===== src/verilog/axi_sram_pkg.sv =====
`default_nettype none

package axi_sram_pkg;

  // Default AXI geometry
  localparam int axi_addr_width = 20;
  localparam int axi_data_width = 16;
  localparam int axi_id_width = 4;

  localparam logic [1:0] burst_incr = 2'b01;
  localparam logic [1:0] resp_okay = 2'b00;

  // Read meta is {id, last}, last in bit 0
  function automatic int meta_width(input int id_width);
    return id_width + 1;
  endfunction

  // Byte address bits below one data word
  function automatic int addr_lsb(input int data_width);
    return $clog2(data_width) - 3;
  endfunction

endpackage

`default_nettype wire


===== src/verilog/sram_wr_if.sv =====
`timescale 1ns/1ps
`default_nettype none

interface sram_wr_if #(
  parameter int ADDR_WIDTH = 19,
  parameter int DATA_WIDTH = 16,
  parameter int STRB_WIDTH = DATA_WIDTH / 8
);

  // A write is done once accepted, no response channel
  logic                  cmd_valid;
  logic                  cmd_ready;
  logic [ADDR_WIDTH-1:0] cmd_addr;
  logic [DATA_WIDTH-1:0] cmd_data;
  logic [STRB_WIDTH-1:0] cmd_strb;
  logic                  cmd_last;

  modport client (
    output cmd_valid, cmd_addr, cmd_data, cmd_strb, cmd_last,
    input  cmd_ready
  );

  modport server (
    input  cmd_valid, cmd_addr, cmd_data, cmd_strb, cmd_last,
    output cmd_ready
  );

endinterface

`default_nettype wire

===== src/verilog/axi_sram_wr.sv =====
`timescale 1ns/1ps
`default_nettype none

module axi_sram_wr #(
  parameter int AXI_ADDR_WIDTH = axi_sram_pkg::axi_addr_width,
  parameter int AXI_DATA_WIDTH = axi_sram_pkg::axi_data_width,
  parameter int AXI_ID_WIDTH   = axi_sram_pkg::axi_id_width
) (
  input  logic                        clk,
  input  logic                        rst_n,

  input  logic                        s_axi_awvalid,
  output logic                        s_axi_awready,
  input  logic [    AXI_ID_WIDTH-1:0] s_axi_awid,
  input  logic [  AXI_ADDR_WIDTH-1:0] s_axi_awaddr,
  input  logic [                 7:0] s_axi_awlen,
  input  logic [                 2:0] s_axi_awsize,
  input  logic [                 1:0] s_axi_awburst,

  input  logic                        s_axi_wvalid,
  output logic                        s_axi_wready,
  input  logic [  AXI_DATA_WIDTH-1:0] s_axi_wdata,
  input  logic [AXI_DATA_WIDTH/8-1:0] s_axi_wstrb,
  input  logic                        s_axi_wlast,

  output logic                        s_axi_bvalid,
  input  logic                        s_axi_bready,
  output logic [    AXI_ID_WIDTH-1:0] s_axi_bid,
  output logic [                 1:0] s_axi_bresp,

  sram_wr_if.client                   sram
);

  import axi_sram_pkg::*;

  localparam int ADDR_LSB = addr_lsb(AXI_DATA_WIDTH);
  localparam int SRAM_ADDR_WIDTH = AXI_ADDR_WIDTH - ADDR_LSB;

  logic                       w_active;
  logic                       b_valid;
  logic [SRAM_ADDR_WIDTH-1:0] word_addr;
  logic [   AXI_ID_WIDTH-1:0] burst_id;

  logic                       aw_fire;
  logic                       w_fire;
  logic                       b_fire;

  // No new AW until the previous burst has its B
  assign s_axi_awready = ~w_active & ~b_valid;
  assign aw_fire       = s_axi_awvalid & s_axi_awready;
  assign w_fire        = s_axi_wvalid & s_axi_wready;
  assign b_fire        = b_valid & s_axi_bready;

  always_ff @(posedge clk) begin
    if (~rst_n) begin
      w_active <= 1'b0;
      b_valid  <= 1'b0;
    end else begin
      if (aw_fire) begin
        w_active <= 1'b1;
      end else if (w_fire && s_axi_wlast) begin
        w_active <= 1'b0;
      end

      if (w_fire && s_axi_wlast) begin
        b_valid <= 1'b1;
      end else if (b_fire) begin
        b_valid <= 1'b0;
      end
    end
  end

  always_ff @(posedge clk) begin
    if (aw_fire) begin
      word_addr <= s_axi_awaddr[AXI_ADDR_WIDTH-1:ADDR_LSB];
      burst_id  <= s_axi_awid;
    end else if (w_fire) begin
      word_addr <= word_addr + 1'b1;
    end
  end

  // W beats pass through as SRAM writes in the same cycle
  assign sram.cmd_valid = w_active & s_axi_wvalid;
  assign sram.cmd_addr  = word_addr;
  assign sram.cmd_data  = s_axi_wdata;
  assign sram.cmd_strb  = s_axi_wstrb;
  assign sram.cmd_last  = s_axi_wlast;
  assign s_axi_wready   = w_active & sram.cmd_ready;

  assign s_axi_bvalid = b_valid;
  assign s_axi_bid    = burst_id;
  assign s_axi_bresp  = resp_okay;

endmodule

`default_nettype wire


===== src/flat_wrapper.sv =====
// flat-port wrapper written by rule: the top's interface ports become plain ports
module axi_sram_wr_flat import axi_sram_pkg::*;
#(
  parameter int AXI_ADDR_WIDTH = axi_sram_pkg::axi_addr_width,
  parameter int AXI_DATA_WIDTH = axi_sram_pkg::axi_data_width,
  parameter int AXI_ID_WIDTH   = axi_sram_pkg::axi_id_width
)
  (clk, rst_n, s_axi_awvalid, s_axi_awready, s_axi_awid, s_axi_awaddr, s_axi_awlen, s_axi_awsize, s_axi_awburst, s_axi_wvalid, s_axi_wready, s_axi_wdata, s_axi_wstrb, s_axi_wlast, s_axi_bvalid, s_axi_bready, s_axi_bid, s_axi_bresp, sram_cmd_valid, sram_cmd_addr, sram_cmd_data, sram_cmd_strb, sram_cmd_last, sram_cmd_ready);
  sram_wr_if sram_i ();
  input  logic clk;
  input  logic rst_n;
  input  logic s_axi_awvalid;
  output logic s_axi_awready;
  input  logic [    AXI_ID_WIDTH-1:0] s_axi_awid;
  input  logic [  AXI_ADDR_WIDTH-1:0] s_axi_awaddr;
  input  logic [                 7:0] s_axi_awlen;
  input  logic [                 2:0] s_axi_awsize;
  input  logic [                 1:0] s_axi_awburst;
  input  logic s_axi_wvalid;
  output logic s_axi_wready;
  input  logic [  AXI_DATA_WIDTH-1:0] s_axi_wdata;
  input  logic [AXI_DATA_WIDTH/8-1:0] s_axi_wstrb;
  input  logic s_axi_wlast;
  output logic s_axi_bvalid;
  input  logic s_axi_bready;
  output logic [    AXI_ID_WIDTH-1:0] s_axi_bid;
  output logic [                 1:0] s_axi_bresp;
  output wire logic [$bits(sram_i.cmd_valid)-1:0] sram_cmd_valid;
  output wire logic [$bits(sram_i.cmd_addr)-1:0] sram_cmd_addr;
  output wire logic [$bits(sram_i.cmd_data)-1:0] sram_cmd_data;
  output wire logic [$bits(sram_i.cmd_strb)-1:0] sram_cmd_strb;
  output wire logic [$bits(sram_i.cmd_last)-1:0] sram_cmd_last;
  input wire logic [$bits(sram_i.cmd_ready)-1:0] sram_cmd_ready;
  assign sram_cmd_valid = sram_i.cmd_valid;
  assign sram_cmd_addr = sram_i.cmd_addr;
  assign sram_cmd_data = sram_i.cmd_data;
  assign sram_cmd_strb = sram_i.cmd_strb;
  assign sram_cmd_last = sram_i.cmd_last;
  assign sram_i.cmd_ready = sram_cmd_ready;
  axi_sram_wr #(.AXI_ADDR_WIDTH(AXI_ADDR_WIDTH), .AXI_DATA_WIDTH(AXI_DATA_WIDTH), .AXI_ID_WIDTH(AXI_ID_WIDTH)) u_core (.clk(clk), .rst_n(rst_n), .s_axi_awvalid(s_axi_awvalid), .s_axi_awready(s_axi_awready), .s_axi_awid(s_axi_awid), .s_axi_awaddr(s_axi_awaddr), .s_axi_awlen(s_axi_awlen), .s_axi_awsize(s_axi_awsize), .s_axi_awburst(s_axi_awburst), .s_axi_wvalid(s_axi_wvalid), .s_axi_wready(s_axi_wready), .s_axi_wdata(s_axi_wdata), .s_axi_wstrb(s_axi_wstrb), .s_axi_wlast(s_axi_wlast), .s_axi_bvalid(s_axi_bvalid), .s_axi_bready(s_axi_bready), .s_axi_bid(s_axi_bid), .s_axi_bresp(s_axi_bresp), .sram(sram_i));
endmodule

===== config.mk =====
export PLATFORM = sky130hd
export DESIGN_NAME = axi_sram_wr_flat
export DESIGN_NICKNAME = d
export VERILOG_FILES = /design/src/verilog/axi_sram_pkg.sv /design/src/verilog/sram_wr_if.sv /design/src/verilog/axi_sram_wr.sv /design/src/flat_wrapper.sv
export SDC_FILE = /design/constraint.sdc
export NUM_CORES = 1
export LEC_CHECK = 0
export BUFFER_PORTS_ARGS = -buffer_cell sky130_fd_sc_hd__buf_2
export CAP_MARGIN = 20
export CORE_MARGIN = 2
export CORE_UTILIZATION = 38
export CTS_BUF_LIST = sky130_fd_sc_hd__clkbuf_2 sky130_fd_sc_hd__clkbuf_4 sky130_fd_sc_hd__clkbuf_8
export CTS_CLUSTER_DIAMETER = 80
export DETAILED_ROUTE_END_ITERATION = 7
export PLACE_DENSITY = 0.79
export SETUP_SLACK_MARGIN = 0.2
export SLEW_MARGIN = 0
export SYNTH_ARGS = -nofsm -noshare
export SYNTH_HDL_FRONTEND = slang
export SYNTH_SLANG_ARGS = --single-unit

===== constraint.sdc =====
create_clock -name clk -period 2.4 [get_ports clk]
set_clock_uncertainty 0.15 [all_clocks]
set_input_delay 0.24 -clock clk [delete_from_list [all_inputs] [get_ports clk]]
set_output_delay 0.24 -clock clk [all_outputs]
set_load 0.005 [all_outputs]

==> out/qor.yml <==
max_freq_mhz: 491
hold_viol: 0
crit_buf_inv: 2
rsz0062_at_grt: "no"
layout-drive-gt1-share_pct: 33.5
yosysWarningCount: 0
grt_overflow: 0
synthCells: 160
critPathArrivalTime_ps: 1910
syn_area_per_cell_um2: 9.53
ctsResizeCount: 0
required_ps: 2280
drc: 0
r2r_end: "u_core.sram.cmd_addr[18]$_DFFE_PP_"
drt-total-wl_mm: 3.13
crit_chain: "or3b_2 > clkinv_1 > buf_4 > nor4_1 > mux2i_1 > nand3_1"
ioPinCount: 110
cts_tree: "yes"
hold_class: "in -> reg"
synth.area.top_cells: "edfxtp_1, buf_4, xnor2_1"
die_h_um: 67.4
drt_pass1_iterations: 5
grt_pass1_wl_mm: 4.81
coreArea_mm2: 0.00394
path_class: "reg -> reg"
ant_nets: 0
synthToLayoutAreaGrowth_pct: 18.7
drv_cap: 0
drt_iter0_drc: 81
synth.distinct_cells: 31
final_nets: 267
power_density_mw_per_mm2: 583
cts_buffers: 3
synth_top_cell_by_area: "edfxtp_1"
critPathTopFamily: "simple AND/OR/NAND/NOR gates"
cts_max_level: 1
period_minus_slack_ps: 2040
root_buffer: "clkbuf_8"
min_period_over_period_pct: 84.9
routedWlPerCell_um: 12.4
r2r_start: "u_core.s_axi_bvalid$_SDFFE_PN0P_"
track_usage_pct: 14.1
fin_cells: 253
design_area_mm2: 0.00181
viasPerCell: 4.92
antenna_found_initial: 0
dp_hpwl_mm: 2.38
grt_pass1_vias: 1097
gp_congestion: 0.834
min_path_cells: 2
crit_fanout: 19
max_stage_delay_ps: 570
initial_utilization_pct: 38.7
r2r_slack_ps: 360
synth_area_mm2: 0.00153
synth_top_cell_area_share_pct: 45.3
p_leak_nw: 0.713
row_count: 23
post_dp_cell_area_mm2: 0.00172
holdPathEnd: "u_core.w_active$_SDFFE_PN0P_"
cts_buffer_depth: 2
diodes: 0
ir_drop_v: 0.000239
critPathLaunchType: "flop"
port_buffers: 57
synth-seq-cells: 25
hold_ws_ps: 47.8
setup_violations: 0
dieArea_mm2: 0.00454
status: "finished, final reports clean"
ff2ff_path_depth: 6
grt_max_degree: 20
cts_sinks: 25
slowest_stage: "or3b_2"
maxSlewViolCount: 0
synth-seq-area-share_pct: 47.9
synth-edff-count: 23
fp.dieW_um: 67.4
synth_ff_type: "edfxtp_1"
hp-start: "rst_n"
ys_top_cells_by_count: "edfxtp_1, nand2_1, buf_4"
tns_ps: 0
vias: 1246
place_inst: 245
critPathCaptureType: "flop"
clk_pin_slew_worst_paths_ps: 90
clock_latency_ps: 270
postSynth.asyncResetShare_pct: 0
==> worst reg2reg max path: stages, from the launching register on <==
cell and delay [ps]:
dfxtp_1 330, or3b_2 570, clkinv_1 200, buf_4 250, nor4_1 80, mux2i_1 140, nand3_1 90
==> area by class of cell <==
cell class / count / area [um2]
clock buffers: 3 / 41.3
well taps: 50 / 62.6
repair buffers: 65 / 355
fillers: 377 / 2130
flip-flops and latches: 25 / 731
clock inverters: 1 / 5.00
inverters: 4 / 15.0
multi-input cells: 105 / 601
==> power breakdown <==
group          leakage, nW  switching [W]  internal (W)  total [W]
Combinational        0.449       0.000110      0.000107   0.000217
Clock               0.0255       0.000131      0.000116   0.000248
Sequential           0.238      0.0000508      0.000540   0.000591
==> registers in the layout, summed over array words and instances (netlist names) <==
| register | flops |
|---|---|
| u_core.s_axi_bid | 4 |
| u_core.s_axi_bvalid | 1 |
| u_core.sram.cmd_addr | 19 |
| u_core.w_active | 1 |
==> cell usage in the layout, fill, tap and decap left out, drive strengths merged, types with 3 or more instances in the layout <==
cell type     n
edfxtp       23
dlygate4sd3   4
xor2          3
nand3         9
buf          61
and2          3
o21ai        16
nand4         6
clkbuf        3
inv           3
nor3          4
nor4          6
nor2          7
nand2        23
xnor2        11
==> what timing repair did <==
item / 4_1_cts / 5_1_grt
hold buffers: 4 / 0
setup buffers: 0 / 0
setup endpoints to repair: 0 / 0
hold endpoints to repair: 4 / 0
==> worst max-delay path by stage <==
| stage | start | to | depth (start not counted) |
|---|---|---|---|
| 5_1_grt | u_core.s_axi_bvalid$_SDFFE_PN0P_ | u_core.sram.cmd_addr[17]$_DFFE_PP_ | 6 |
| 3_5_place_dp | u_core.s_axi_bvalid$_SDFFE_PN0P_ | u_core.sram.cmd_addr[18]$_DFFE_PP_ | 6 |
| 6_report | u_core.s_axi_bvalid$_SDFFE_PN0P_ | u_core.sram.cmd_addr[18]$_DFFE_PP_ | 6 |
| 3_3_place_gp | u_core.s_axi_bvalid$_SDFFE_PN0P_ | u_core.sram.cmd_addr[18]$_DFFE_PP_ | 6 |
| 4_1_cts | u_core.s_axi_bvalid$_SDFFE_PN0P_ | u_core.sram.cmd_addr[18]$_DFFE_PP_ | 6 |
| 2_1_floorplan | u_core.s_axi_bvalid$_SDFFE_PN0P_ | u_core.sram.cmd_addr[0]$_DFFE_PP_ | 5 |
==> cells by family (layout without fill, tap and decap cells) <==
logic type / after synthesis / after routing / share of synthesized area, %
adders and majority gates: 1 / 1 / 0.820
buffers and inverters: 31 / 73 / 13.0
and+or+nand+nor: 64 / 64 / 20.8
AOI/OAI and AO/OA: 22 / 22 / 7.79
other: 1 / 2 / 0.246
DFF: 25 / 25 / 47.9
xor gates and xnor gates: 14 / 14 / 8.04
muxes: 2 / 2 / 1.31
==> metal layers <==
layer / global-route usage, % / vias up / wire length, um
met2: 23.3 / 55 / 1470
met3: 3.67 / 8 / 239
met4: 6.38 / 0 / 52
met1: 17.1 / 554 / 1370
li1: - / 629 / -
met5: 0 / - / 0
==> per-stage QoR <==
stage	utilization [%]	total power, W	worst slack, ps
4_1_cts	45.9	0.00107	332
2_1_floorplan	-	0.000741	299
6_report	45.9	0.00106	363
5_1_grt	45.9	0.00112	245
3_3_place_gp	43.7	0.000808	363
3_5_place_dp	43.7	0.000815	339
No activity file was read; power rests on OpenSTA's default activity.
