### src/verilog/axi_sram_pkg.sv
`default_nettype none

package axi_sram_pkg;

  // Default AXI geometry
  localparam int axi_addr_width = 20;
  localparam int axi_data_width = 16;
  localparam int axi_id_width = 4;

  localparam logic [1:0] burst_incr = 2'b01;
  localparam logic [1:0] resp_okay = 2'b00;

  // Read meta is {id, last}, last in bit 0
  function automatic int meta_width(input int id_width);
    return id_width + 1;
  endfunction

  // Byte address bits below one data word
  function automatic int addr_lsb(input int data_width);
    return $clog2(data_width) - 3;
  endfunction

endpackage

`default_nettype wire

### src/verilog/sram_rd_if.sv
`timescale 1ns/1ps
`default_nettype none

interface sram_rd_if #(
  parameter int ADDR_WIDTH = 19,
  parameter int DATA_WIDTH = 16,
  parameter int META_WIDTH = 5
);

  logic                  cmd_valid;
  logic                  cmd_ready;
  logic [ADDR_WIDTH-1:0] cmd_addr;
  logic [META_WIDTH-1:0] cmd_meta;

  logic                  resp_valid;
  logic                  resp_ready;
  logic [DATA_WIDTH-1:0] resp_data;
  logic [META_WIDTH-1:0] resp_meta;

  modport client (
    output cmd_valid, cmd_addr, cmd_meta, resp_ready,
    input  cmd_ready, resp_valid, resp_data, resp_meta
  );

  modport server (
    input  cmd_valid, cmd_addr, cmd_meta, resp_ready,
    output cmd_ready, resp_valid, resp_data, resp_meta
  );

endinterface

`default_nettype wire

### src/verilog/axi_sram_rd.sv
`timescale 1ns/1ps
`default_nettype none

module axi_sram_rd #(
  parameter int AXI_ADDR_WIDTH = axi_sram_pkg::axi_addr_width,
  parameter int AXI_DATA_WIDTH = axi_sram_pkg::axi_data_width,
  parameter int AXI_ID_WIDTH   = axi_sram_pkg::axi_id_width
) (
  input  logic                      clk,
  input  logic                      rst_n,

  input  logic                      s_axi_arvalid,
  output logic                      s_axi_arready,
  input  logic [  AXI_ID_WIDTH-1:0] s_axi_arid,
  input  logic [AXI_ADDR_WIDTH-1:0] s_axi_araddr,
  input  logic [               7:0] s_axi_arlen,
  input  logic [               2:0] s_axi_arsize,
  input  logic [               1:0] s_axi_arburst,

  output logic                      s_axi_rvalid,
  input  logic                      s_axi_rready,
  output logic [  AXI_ID_WIDTH-1:0] s_axi_rid,
  output logic [AXI_DATA_WIDTH-1:0] s_axi_rdata,
  output logic [               1:0] s_axi_rresp,
  output logic                      s_axi_rlast,

  sram_rd_if.client                 sram
);

  import axi_sram_pkg::*;

  localparam int ADDR_LSB = addr_lsb(AXI_DATA_WIDTH);
  localparam int SRAM_ADDR_WIDTH = AXI_ADDR_WIDTH - ADDR_LSB;
  localparam int META_WIDTH = meta_width(AXI_ID_WIDTH);

  logic                       active;
  logic [SRAM_ADDR_WIDTH-1:0] word_addr;
  logic [                7:0] beats_left;
  logic [   AXI_ID_WIDTH-1:0] burst_id;

  logic                       ar_fire;
  logic                       cmd_fire;
  logic                       last_beat;

  assign s_axi_arready = ~active;
  assign ar_fire       = s_axi_arvalid & s_axi_arready;
  assign cmd_fire      = sram.cmd_valid & sram.cmd_ready;
  assign last_beat     = (beats_left == 8'd0);

  // Burst state, one SRAM read per beat
  always_ff @(posedge clk) begin
    if (~rst_n) begin
      active <= 1'b0;
    end else if (ar_fire) begin
      active <= 1'b1;
    end else if (cmd_fire && last_beat) begin
      active <= 1'b0;
    end
  end

  always_ff @(posedge clk) begin
    if (ar_fire) begin
      word_addr  <= s_axi_araddr[AXI_ADDR_WIDTH-1:ADDR_LSB];
      beats_left <= s_axi_arlen;
      burst_id   <= s_axi_arid;
    end else if (cmd_fire && !last_beat) begin
      word_addr  <= word_addr + 1'b1;
      beats_left <= beats_left - 8'd1;
    end
  end

  assign sram.cmd_valid = active;
  assign sram.cmd_addr  = word_addr;
  assign sram.cmd_meta  = {burst_id, last_beat};

  // R beats come straight from the arbiter response
  assign s_axi_rvalid    = sram.resp_valid;
  assign s_axi_rdata     = sram.resp_data;
  assign s_axi_rid       = sram.resp_meta[META_WIDTH-1:1];
  assign s_axi_rlast     = sram.resp_meta[0];
  assign s_axi_rresp     = resp_okay;
  assign sram.resp_ready = s_axi_rready;

endmodule

`default_nettype wire

### src/flat_wrapper.sv
// flat-port wrapper written by rule: the top's interface ports become plain ports
module axi_sram_rd_flat import axi_sram_pkg::*;
#(
  parameter int AXI_ADDR_WIDTH = axi_sram_pkg::axi_addr_width,
  parameter int AXI_DATA_WIDTH = axi_sram_pkg::axi_data_width,
  parameter int AXI_ID_WIDTH   = axi_sram_pkg::axi_id_width
)
  (clk, rst_n, s_axi_arvalid, s_axi_arready, s_axi_arid, s_axi_araddr, s_axi_arlen, s_axi_arsize, s_axi_arburst, s_axi_rvalid, s_axi_rready, s_axi_rid, s_axi_rdata, s_axi_rresp, s_axi_rlast, sram_cmd_valid, sram_cmd_addr, sram_cmd_meta, sram_resp_ready, sram_cmd_ready, sram_resp_valid, sram_resp_data, sram_resp_meta);
  sram_rd_if sram_i ();
  input  logic clk;
  input  logic rst_n;
  input  logic s_axi_arvalid;
  output logic s_axi_arready;
  input  logic [  AXI_ID_WIDTH-1:0] s_axi_arid;
  input  logic [AXI_ADDR_WIDTH-1:0] s_axi_araddr;
  input  logic [               7:0] s_axi_arlen;
  input  logic [               2:0] s_axi_arsize;
  input  logic [               1:0] s_axi_arburst;
  output logic s_axi_rvalid;
  input  logic s_axi_rready;
  output logic [  AXI_ID_WIDTH-1:0] s_axi_rid;
  output logic [AXI_DATA_WIDTH-1:0] s_axi_rdata;
  output logic [               1:0] s_axi_rresp;
  output logic s_axi_rlast;
  output wire logic [$bits(sram_i.cmd_valid)-1:0] sram_cmd_valid;
  output wire logic [$bits(sram_i.cmd_addr)-1:0] sram_cmd_addr;
  output wire logic [$bits(sram_i.cmd_meta)-1:0] sram_cmd_meta;
  output wire logic [$bits(sram_i.resp_ready)-1:0] sram_resp_ready;
  input wire logic [$bits(sram_i.cmd_ready)-1:0] sram_cmd_ready;
  input wire logic [$bits(sram_i.resp_valid)-1:0] sram_resp_valid;
  input wire logic [$bits(sram_i.resp_data)-1:0] sram_resp_data;
  input wire logic [$bits(sram_i.resp_meta)-1:0] sram_resp_meta;
  assign sram_cmd_valid = sram_i.cmd_valid;
  assign sram_cmd_addr = sram_i.cmd_addr;
  assign sram_cmd_meta = sram_i.cmd_meta;
  assign sram_resp_ready = sram_i.resp_ready;
  assign sram_i.cmd_ready = sram_cmd_ready;
  assign sram_i.resp_valid = sram_resp_valid;
  assign sram_i.resp_data = sram_resp_data;
  assign sram_i.resp_meta = sram_resp_meta;
  axi_sram_rd #(.AXI_ADDR_WIDTH(AXI_ADDR_WIDTH), .AXI_DATA_WIDTH(AXI_DATA_WIDTH), .AXI_ID_WIDTH(AXI_ID_WIDTH)) u_core (.clk(clk), .rst_n(rst_n), .s_axi_arvalid(s_axi_arvalid), .s_axi_arready(s_axi_arready), .s_axi_arid(s_axi_arid), .s_axi_araddr(s_axi_araddr), .s_axi_arlen(s_axi_arlen), .s_axi_arsize(s_axi_arsize), .s_axi_arburst(s_axi_arburst), .s_axi_rvalid(s_axi_rvalid), .s_axi_rready(s_axi_rready), .s_axi_rid(s_axi_rid), .s_axi_rdata(s_axi_rdata), .s_axi_rresp(s_axi_rresp), .s_axi_rlast(s_axi_rlast), .sram(sram_i));
endmodule
### config.mk
export PLATFORM = sky130hd
export DESIGN_NAME = axi_sram_rd_flat
export DESIGN_NICKNAME = d
export VERILOG_FILES = /design/src/verilog/axi_sram_pkg.sv /design/src/verilog/sram_rd_if.sv /design/src/verilog/axi_sram_rd.sv /design/src/flat_wrapper.sv
export SDC_FILE = /design/constraint.sdc
export NUM_CORES = 1
export LEC_CHECK = 0
export BUFFER_PORTS_ARGS = -buffer_cell sky130_fd_sc_hd__buf_2
export CAP_MARGIN = 20
export CORE_MARGIN = 2
export CORE_UTILIZATION = 47
export DETAILED_ROUTE_END_ITERATION = 6
export PLACE_DENSITY_LB_ADDON = 0.08
export SKIP_LAST_GASP = 1
export SYNTH_ARGS = -nofsm -noshare
export SYNTH_HDL_FRONTEND = slang
export SYNTH_SLANG_ARGS = --single-unit
export TNS_END_PERCENT = 50
### constraint.sdc
create_clock -name clk -period 9.63 [get_ports clk]
set_input_delay 1.926 -clock clk [delete_from_list [all_inputs] [get_ports clk]]
set_output_delay 1.926 -clock clk [all_outputs]
set_load 0.03 [all_outputs]
==> results of run 1 <==
## metrics by stage
step                      hold slack, ps  instances
final                                543        288
after global routing                 562        288
after CTS                            540        287
after detailed placement             520        280
after global placement               481        280
after floorplan                      592        202
## where the power goes
part	switching (uW)	internal (uW)
Combinational	52.0	29.8
Sequential	17.0	173
Clock	47.6	47.6
## state kept, by name, summed over array words and instances, names as in the netlist
signal	cells
u_core.sram.cmd_addr	19
u_core.burst_id	4
u_core.beats_left	8
u_core.sram.cmd_valid	1
## cells by family after synthesis
logic type / Yosys count / share of synthesized area
AOI/OAI and AO/OA: 33 / 0.0941
DFF: 32 / 0.486
xor gates and xnor gates: 18 / 0.0806
adders and majority gates: 3 / 0.0192
buffers and inverters: 39 / 0.125
and+or+nand+nor: 75 / 0.193
other: 1 / 0.00192
## cell usage after synthesis
| cell | count |
|---|---|
| nand3_1 | 7 |
| nor4b_2 | 1 |
| inv_1 | 6 |
| a31o_2 | 1 |
| a31oi_1 | 5 |
| and3_1 | 1 |
| or4_1 | 1 |
| dfxtp_1 | 1 |
| and4_1 | 1 |
| nor2_1 | 13 |
| conb_1 | 1 |
| xor2_1 | 7 |
| ha_1 | 3 |
| or4_4 | 1 |
| a21oi_1 | 3 |
| or3_2 | 1 |
| buf_4 | 26 |
| o21ai_0 | 21 |
| or2_1 | 1 |
| xnor2_1 | 11 |
| o211ai_1 | 1 |
| nor4_1 | 5 |
| edfxtp_1 | 31 |
| clkbuf_1 | 5 |
| buf_2 | 1 |
| buf_1 | 1 |
| nand4_1 | 8 |
| o31ai_1 | 1 |
| nor3_1 | 3 |
| nand3_2 | 1 |
| nand2_1 | 28 |
| a2bb2oi_1 | 1 |
| nand2b_1 | 3 |
## layer usage
metal	vias to the layer above	share of wire	wire length [um]	GRT usage
li1	757	-	-	-
met1	700	0.40	1750	0.220
met2	50	0.50	2200	0.349
met3	21	0.068	298	0.0536
met4	0	0.028	122	0.0750
met5	-	0	0	0
## worst paths after layout
path	from	endpoint	depth (start not counted)
hold / removal	u_core.sram.cmd_valid$_SDFFE_PN0P_	u_core.sram.cmd_valid$_SDFFE_PN0P_	1
setup / recovery	sram_resp_meta[0]	s_axi_rlast	0
setup reg to reg	u_core.beats_left[4]$_DFFE_PP_	u_core.sram.cmd_addr[13]$_DFFE_PP_	4
hold reg to reg	u_core.sram.cmd_valid$_SDFFE_PN0P_	u_core.sram.cmd_valid$_SDFFE_PN0P_	1
## layout by cell type, fill, tap and decap left out, types with 5 or more instances in the layout
cell and instances:
clkbuf_8 5, nand4_1 8, a31oi_1 5, xnor2_1 11
buf_2 60, inv_1 6, nor4_1 5, edfxtp_1 31
o21ai_0 20, nand3_1 7, nand2_1 28, nor2_1 13
xor2_1 7
## layout make-up
cell class,instances,share of cell area
repair buffers,62,0.151
multi-input cells,131,0.346
clock buffers,5,0.0311
clock inverters,2,0.00339
flip-flops and latches,32,0.429
well taps,50,0.0282
inverters,6,0.0102
==> results by group, run 1 <==
Routing
  – Post-route ant nets: 0
  – Initial DRC Count: 54
  – Routed WL per cell: 15.2 um
  – Average vias per placed instance: 5.31
  – DR vias: 1,528
  – DRC errors left: 0
  – Detailed Routing Iterations Pass 1: 4
  – Routed wire length: 4370 um

Worst setup path
  – Type of element launching the critical path: primary input
  – Critical-path maximum fanout: 1
  – Arrival time reported for the critical path endpoint: 1930 ps
  – Reg-to-reg setup timing slack: 7610 ps
  – Critical Path RT: 7700 ps
  – CP Capture Type: output port
  – Critical Setup Path Class: primary input to output port

Final layout
  – Number of diodes: 0
  – Register area: 951 um^2
  – Net total in the final layout: 305
  – Fill cell total of the finished layout: 374
  – Post-layout instance area: 0.00221 mm^2
  – Area growth syn-to-layout: 13.2%
  – Total area of multi-input combinational cells: 767 um^2
  – Core occupancy in the finished layout: 0.554
  – Share of post-route cells with drive strength above 1: 0.307

Job
  – Max-cap viol count: 0

CTS
  – Postcts setup bufs: 0
  – Bufs on Longest Clock Path: 2
  – CTS resizes: 0
  – Number of buffers inserted during clock tree synthesis: 5
  – H-tree levels: 2
  – CTS Hold Buffers Added: 0
  – Skew-Pair Late Insertion Delay: 280 ps
  – Clk sink count: 32
  – Clock Pin Slew Worst Setup and Hold Paths: 70 ps
  – CTS tree: yes
  – Cell at the root of the clock tree: clkbuf_8

Timing
  – Post-route worst setup slack: 5780 ps
  – Worst Skew: 3.15 ps
  – Fraction of the cycle the final worst path needs: 0.400
  – Unrepaired setup endpoints after global routing: false
  – Fin Setup TNS: 0 ps
  – Fmax achieved: 260 MHz
  – Max-slew violations: 0
  – Clock period minus worst slack: 3850 ps
  – Slew at the pin closest to its max-slew limit: 666 ps
  – Final hold vios: 0
  – Worst slew margin: 0.556
  – # setup viols final: 0

Synthesis
  – Post-synth top area share: 0.476
  – Most area-consuming cells after synthesis: edfxtp_1 (48%), buf_4 (10%), nand2_1 (5.4%)
  – Cell taking the most area after synthesis: edfxtp_1
  – Sequential cell area fraction in the yosys report: 0.486
  – Flip-flop and latch count after synthesis: 32
  – Yosys warnings: 0
  – Number of instances in the synthesized netlist: 201
  – Synth unique cells: 33
  – Mean cell area of the mapped netlist: 9.73 um^2
  – Total standard cell area after synthesis: 0.00196 mm^2

GRT
  – First-pass GRT wire length: 6810 um
  – Global router's overall resource usage: 0.195
  – Initial antenna violation count: 0
  – Vias in the first global route: 1,560
  – Largest net degree at the start of global routing: 44
  – Grt ovf: 0

Placement
  – Placed wire-length estimate: 3250 um
  – IO buf count: 60
  – DP Area: 0.00211 mm^2
  – Routability Congestion: 0.704
  – Setup slack after placement: 5660 ps

Floorplanning
  – Starting Density: 0.489
  – Area inside the core boundary: 0.00400 mm^2
  – Number of top-level pins: 115
  – Die Y: 68.5 um
  – Die extent in x: 68.5 um
  – Std cell rows: 23
  – Total die area: 0.00469 mm^2

Pwr
  – Power density over the cells: 166 mW/mm^2
  – Leakage: 0.000857 uW
  – Final total power: 368 uW
  – Worst vdd ir: 0.0710 mV

Outcome
  – Result of the run: finished clean

Min path
  – Class of the worst hold path: flop to flop
(Power assumes the default switching activity.)
==> inputs of run 2 (changes only) <==
--- a/config.mk
+++ b/config.mk
@@ -8,7 +8,7 @@
 export BUFFER_PORTS_ARGS = -buffer_cell sky130_fd_sc_hd__buf_2
 export CAP_MARGIN = 20
 export CORE_MARGIN = 2
-export CORE_UTILIZATION = 47
+export CORE_UTILIZATION = 39
 export DETAILED_ROUTE_END_ITERATION = 6
 export PLACE_DENSITY_LB_ADDON = 0.08
 export SKIP_LAST_GASP = 1
==> constraint.sdc (replaced) <==
create_clock -name clk -period 3.3 [get_ports clk]
set_input_delay 0.66 -clock clk [delete_from_list [all_inputs] [get_ports clk]]
set_output_delay 0.66 -clock clk [all_outputs]
set_load 0.03 [all_outputs]
==> run 2 against run 1 <==
Clock skew about the same. Clock power rose to 3.0 times the previous value. Combinational power rose to 2.9 times the previous value. Cell count up 6.6%. Critical endpoint is now sram_cmd_meta[0]. Highest routed layer unchanged.
==> results by group, run 2 (synthesis results as in run 1) <==
Outcome
  – Result of the run: finished clean (unchanged)

Timing
  – Final hold vios: 0 (unchanged)
  – # setup viols final: 0 (unchanged)
  – Fmax achieved: 386 MHz
  – Slew at the pin closest to its max-slew limit: 673 ps (was 666 ps)
  – Worst Skew: 3.57 ps (was 3.15 ps)
  – Clock period minus worst slack: 2590 ps
  – Fraction of the cycle the final worst path needs: 0.786
  – Fin Setup TNS: 0 ps (unchanged)
  – Unrepaired setup endpoints after global routing: false (unchanged)
  – Worst slew margin: 0.548 (was 0.556)
  – Max-slew violations: 0 (unchanged)

Routing
  – Detailed Routing Iterations Pass 1: 4 (unchanged)
  – DRC errors left: 0 (unchanged)
  – Routed wire length: 3950 um (was 4370 um)
  – Highest metal used: met4 (unchanged)
  – Average vias per placed instance: 4.93 (was 5.31)
  – Post-route ant nets: 0 (unchanged)
  – Routed WL per cell: 12.9 um (was 15.2 um)
  – Initial DRC Count: 81 (was 54)
  – DR vias: 1,512 (was 1,528)
  – Sum of routed wire segments on met1: 1760 um (was 1750 um)
  – Met2 wire length: 1830 um (was 2200 um)
  – Routed length on met3: 266 um (was 298 um)

CTS
  – CTS Hold Buffers Added: 0 (unchanged)
  – CTS tree: yes (unchanged)
  – Bufs on Longest Clock Path: 2 (unchanged)
  – H-tree levels: 2 (unchanged)
  – CTS resizes: 0 (unchanged)
  – Postcts setup bufs: 0 (unchanged)
  – Skew-Pair Late Insertion Delay: 280 ps (about the same)
  – Clock Pin Slew Worst Setup and Hold Paths: 70 ps (about the same)
  – Clk sink count: 32 (unchanged)
  – Cell at the root of the clock tree: clkbuf_8 (unchanged)
  – Number of buffers inserted during clock tree synthesis: 5 (unchanged)

Floorplanning
  – Die Y: 74.8 um (was 68.5 um)
  – Total die area: 0.00560 mm^2 (was 0.00469 mm^2)
  – Starting Density: 0.409 (was 0.489)
  – Number of top-level pins: 115 (unchanged)
  – Std cell rows: 25 (was 23)
  – Area inside the core boundary: 0.00479 mm^2 (was 0.00400 mm^2)
  – Die extent in x: 74.8 um (was 68.5 um)

Worst setup path
  – Maximum single-stage delay on the critical path: 550 ps
  – CP Capture Type: output port (unchanged)
  – Cell chain of the critical path: or4_4 > nor4b_2 > buf_2
  – Total buffers and inverters traversed by the critical path: 1
  – Critical Path RT: 2640 ps (was 7700 ps)
  – Critical Setup Path Class: flop to output port (was primary input to output port)
  – Type of element launching the critical path: flop (was primary input)
  – Arrival time reported for the critical path endpoint: 1930 ps (about the same)
  – Cell family with most CP delay: simple AND/OR/NAND/NOR gates
  – Critical-path maximum fanout: 4 (was 1)
  – Highest-delay cell along the critical path: or4_4

GRT
  – Largest net degree at the start of global routing: 32 (was 44)
  – Grt ovf: 0 (unchanged)
  – Vias in the first global route: 1,348 (was 1,560)
  – First-pass GRT wire length: 6370 um (was 6810 um)
  – Initial antenna violation count: 0 (unchanged)
  – Global router's overall resource usage: 0.152 (was 0.195)

Placement
  – Placed wire-length estimate: 2970 um (was 3250 um)
  – Routability Congestion: 0.803 (was 0.704)
  – IO buf count: 60 (unchanged)
  – Number of cells in the design after placement: 299 (was 280)

Pwr
  – Final total power: 1080 uW (was 368 uW)
  – Worst vdd ir: 0.185 mV (was 0.0710 mV)
  – Leakage: 0.000868 uW (was 0.000857 uW)
  – Power density over the cells: 478 mW/mm^2 (was 166 mW/mm^2)

Job
  – Max-cap viol count: 0 (unchanged)

Final layout
  – Total area of multi-input combinational cells: 767 um^2 (unchanged)
  – Leading cell type in the layout, fill and taps excluded: buf_2 (unchanged)
  – Share of post-route cells with drive strength above 1: 0.317 (was 0.307)
  – Final non-filler cell total: 307 (was 288)
  – Area growth syn-to-layout: 15.0% (was 13.2%)
  – Fill cell total of the finished layout: 497 (was 374)
  – Flip-flop count of the largest register after layout: 19 (unchanged)
  – Commonest cells after routing, fill and taps aside: buf_2 (60), edfxtp_1 (31), nand2_1 (28) (unchanged)
  – Register area: 951 um^2 (unchanged)
  – Number of diodes: 0 (unchanged)
  – Net total in the final layout: 306 (was 305)

Min path
  – Class of the worst hold path: flop to flop (unchanged)
==> run 2: where the power goes <==
part | internal, uW | switching, uW
sequential | 506 | 50.2
combinational | 87.8 | 147
clock | 143 | 142
total | 737 | 339
==> run 2: worst register-to-register path, stage by stage (launching register included) <==
cell	delay (ps)
edfxtp_1	440
or4_4	550
nor4b_2	380
o21ai_2	100
buf_4	250
==> run 2: through the flow <==
stage                     setup WS, ps  area [um^2]   util  hold slack (ps)
after floorplan                    125         1960      -              592
after global placement            1020         2140  0.447              508
after detailed placement          1020         2170  0.453              505
after CTS                          692         2250  0.470              525
after global routing               606         2250  0.470              535
final                              707         2250  0.470              516
==> run 2: final timing paths <==
path | startpoint | endpoint | depth (start not counted) | slack, ps
worst min-delay path | u_core.sram.cmd_valid$_SDFFE_PN0P_ | u_core.sram.cmd_valid$_SDFFE_PN0P_ | 1 | 520
worst max-delay path | u_core.beats_left[4]$_DFFE_PP_ | sram_cmd_meta[0] | 3 | 710
worst min register to register | u_core.sram.cmd_valid$_SDFFE_PN0P_ | u_core.sram.cmd_valid$_SDFFE_PN0P_ | 1 | 520
worst max register to register | u_core.beats_left[4]$_DFFE_PP_ | u_core.sram.cmd_addr[9]$_DFFE_PP_ | 4 | 1290
==> run 2: area by class of cell <==
cell class,instances,share of cell area
Timing Repair Buffer,63,0.152
Clock buffer,5,0.0306
Sequential cell,32,0.423
Tap cell,67,0.0373
Multi-Input combinational cell,131,0.341
Clock inverter,3,0.00612
Inverter,6,0.0100
==> run 2: layer usage <==
metal	track usage	vias to the layer above
li1	-	761
met1	0.203	679
met2	0.231	51
met3	0.0495	21
met4	0.0575	0
met5	0	-
==> inputs of run 3 (changes only) <==
==> constraint.sdc (replaced) <==
create_clock -name clk -period 2.19 [get_ports clk]
set_input_delay 0.438 -clock clk [delete_from_list [all_inputs] [get_ports clk]]
set_output_delay 0.438 -clock clk [all_outputs]
set_load 0.03 [all_outputs]
==> run 3 against run 2 <==
Sequential share of layout area fell by 1.3 points. Wire length up 4.2%. Count of clock-buffer cells in the layout stayed put. Power rose by 53%. Die area unchanged. Sequential cell count stayed put. Design area rose by 3.2%. Critical path depth did not move. Via count grew 3.5%. Register-to-register slack got worse by 1000 ps. Cell count increased by 2.3%. Critical endpoint unchanged. Largest power group unchanged. Highest routed layer unchanged.
==> results by group, run 3 (synthesis results as in run 1) <==
Final layout
  – Flip-flop count of the largest register after layout: 19 (unchanged)
  – Leading cell type in the layout, fill and taps excluded: buf_2 (unchanged)
  – Share of post-route cells with drive strength above 1: 0.336 (was 0.317)
  – Number of diodes: 0 (unchanged)
  – Fill cell total of the finished layout: 485 (was 497)
  – Net total in the final layout: 313 (was 306)
  – Core occupancy in the finished layout: 0.485 (was 0.470)
  – Commonest cells after routing, fill and taps aside: buf_2 (59), edfxtp_1 (31), nand2_1 (28) (was buf_2 (60), edfxtp_1 (31), nand2_1 (28))
  – Area growth syn-to-layout: 18.7% (was 15.0%)

Min path
  – Class of the worst hold path: primary input to flop (was flop to flop)

Placement
  – IO buf count: 60 (unchanged)
  – Placed wire-length estimate: 3020 um (was 2970 um)
  – Setup slack after placement: 125 ps (was 1020 ps)
  – Routability Congestion: 0.793 (was 0.803)

CTS
  – CTS tree: yes (unchanged)
  – H-tree levels: 2 (unchanged)
  – Skew-Pair Late Insertion Delay: 280 ps (about the same)
  – Clock Pin Slew Worst Setup and Hold Paths: 70 ps (about the same)
  – Cell at the root of the clock tree: clkbuf_8 (unchanged)
  – Bufs on Longest Clock Path: 2 (unchanged)
  – Number of buffers inserted during clock tree synthesis: 5 (unchanged)
  – Clk sink count: 32 (unchanged)

Routing
  – Average vias per placed instance: 4.98 (was 4.93)
  – Sum of routed wire segments on met1: 2000 um (was 1760 um)
  – Met2 wire length: 1640 um (was 1830 um)
  – DRC errors left: 0 (unchanged)
  – Routed length on met3: 357 um (was 266 um)
  – Highest metal used: met4 (unchanged)
  – Detailed Routing Iterations Pass 1: 5 (was 4)
  – DR vias: 1,565 (was 1,512)
  – Post-route ant nets: 0 (unchanged)
  – Routed WL per cell: 13.1 um (was 12.9 um)
  – Routed wire length: 4110 um (was 3950 um)
  – Initial DRC Count: 102 (was 81)

GRT
  – Largest net degree at the start of global routing: 31 (was 32)
  – Vias in the first global route: 1,478 (was 1,348)
  – First-pass GRT wire length: 6760 um (was 6370 um)
  – Global router's overall resource usage: 0.158 (was 0.152)
  – Grt ovf: 0 (unchanged)
  – Initial antenna violation count: 0 (unchanged)

Worst setup path
  – Highest-delay cell along the critical path: or4_4 (unchanged)
  – Count of cells along the worst register-to-register path: 5 (was 4)
  – Critical Setup Path Class: flop to output port (unchanged)
  – Arrival time reported for the critical path endpoint: 1700 ps (was 1930 ps)
  – Critical path origin: u_core.beats_left[3]$_DFFE_PP_ (was u_core.beats_left[4]$_DFFE_PP_)
  – Reg-to-reg setup timing slack: 260 ps (was 1290 ps)
  – Critical-path maximum fanout: 2 (was 4)
  – Maximum single-stage delay on the critical path: 570 ps (was 550 ps)
  – Critical Path RT: 1750 ps (was 2640 ps)
  – Type of element launching the critical path: flop (unchanged)
  – Endpoint of the lowest-slack register-to-register path: u_core.sram.cmd_addr[2]$_DFFE_PP_ (was u_core.sram.cmd_addr[9]$_DFFE_PP_)
  – Timing endpoint of the critical path: sram_cmd_meta[0] (unchanged)
  – Startpoint of the lowest-slack register-to-register path: u_core.beats_left[3]$_DFFE_PP_ (was u_core.beats_left[4]$_DFFE_PP_)
  – CP Capture Type: output port (unchanged)
  – Cell chain of the critical path: or4_4 > nor4b_4 > buf_6 (was or4_4 > nor4b_2 > buf_2)

Pwr
  – Final total power: 1650 uW (was 1080 uW)
  – Worst vdd ir: 0.258 mV (was 0.185 mV)
  – Leakage: 0.000910 uW (was 0.000868 uW)
  – Power density over the cells: 710 mW/mm^2 (was 478 mW/mm^2)

Timing
  – Unrepaired setup endpoints after global routing: true (was false)
  – Min Hold Slack: 327 ps (was 516 ps)
  – Post-route worst setup slack: 50.4 ps (was 707 ps)
  – Clock period minus worst slack: 2140 ps
  – # setup viols final: 0 (unchanged)
  – Worst Skew: 3.68 ps (was 3.57 ps)
  – Fmax achieved: 467 MHz
  – Max-slew violations: 0 (unchanged)
  – Fraction of the cycle the final worst path needs: 0.977
  – Fin Setup TNS: 0 ps (unchanged)
  – Final hold vios: 0 (unchanged)

Floorplanning
  – Total die area: 0.00560 mm^2 (unchanged)
  – Die Y: 74.8 um (unchanged)
  – Die extent in x: 74.8 um (unchanged)
  – Number of top-level pins: 115 (unchanged)
  – Starting Density: 0.409 (unchanged)
  – Area inside the core boundary: 0.00479 mm^2 (unchanged)
  – Std cell rows: 25 (unchanged)

Job
  – Max-cap viol count: 0 (unchanged)

Outcome
  – Result of the run: finished clean (unchanged)
## run 3: cell count changes in the layout (fill, tap and decap cells not counted)
cell / previous run / this run
buf_12: 0 / 2
buf_16: 1 / 0
buf_2: 60 / 59
buf_4: 2 / 8
buf_6: 0 / 1
nor4b_2: 1 / 0
nor4b_4: 0 / 1
## run 3: worst min path at each step
stage	from	to	slack [ps]	depth (start not counted)
global route	s_axi_arid[0]	u_core.burst_id[0]$_DFFE_PP_	320	1
finish	s_axi_arid[0]	u_core.burst_id[0]$_DFFE_PP_	330	1
CTS	s_axi_arid[0]	u_core.burst_id[0]$_DFFE_PP_	320	1
floorplan	s_axi_arid[0]	u_core.burst_id[0]$_DFFE_PP_	540	0
global placement	u_core.sram.cmd_valid$_SDFFE_PN0P_	u_core.sram.cmd_valid$_SDFFE_PN0P_	510	1
detailed placement	u_core.sram.cmd_valid$_SDFFE_PN0P_	u_core.sram.cmd_valid$_SDFFE_PN0P_	510	1
## run 3: critical path: cells and delay by family, from the launching register on
kind,cells,cell delay [ps]
buffers and inverters,1,180
AND/OR/NAND/NOR,2,860
flip-flops,1,380
## run 3: cell type report
cell class / instances / area [um^2] / share of cell area
tap: 67 / 83.8 / 0.0361
inverter: 6 / 22.5 / 0.00970
timing repair buffer: 70 / 407 / 0.175
clock buffer: 5 / 68.8 / 0.0296
clock inverter: 3 / 13.8 / 0.00593
sequential: 32 / 951 / 0.409
multi-input combinational: 131 / 776 / 0.334
## run 3: stage by stage
stage | cells | cell area (um^2)
final | 314 | 2320
after global routing | 314 | 2320
after CTS | 314 | 2320
after detailed placement | 303 | 2200
after global placement | 303 | 2200
after floorplan | 202 | 1960
## run 3: where the power goes
group | switching [uW] | leakage, uW | internal [uW] | total [uW]
Sequential | 70.8 | 0.000309 | 762 | 833
Clock | 219 | 0.0000453 | 215 | 434
Combinational | 232 | 0.000556 | 150 | 381
Total | 521 | 0.000910 | 1130 | 1650
## run 3: per-layer routing
metal / up-vias / global-route usage
met3: 22 / 0.0442
li1: 776 / -
met1: 697 / 0.217
met4: 0 / 0.0734
met5: - / 0
met2: 70 / 0.232
## run 3: repair_timing
item	4_1_cts	5_1_grt
gates resized for setup	2	1
pin swaps	2	1
setup endpoints to repair	1	1
endpoints found under the hold margin	0	0
buffers inserted	3	0
hold buffers	0	0
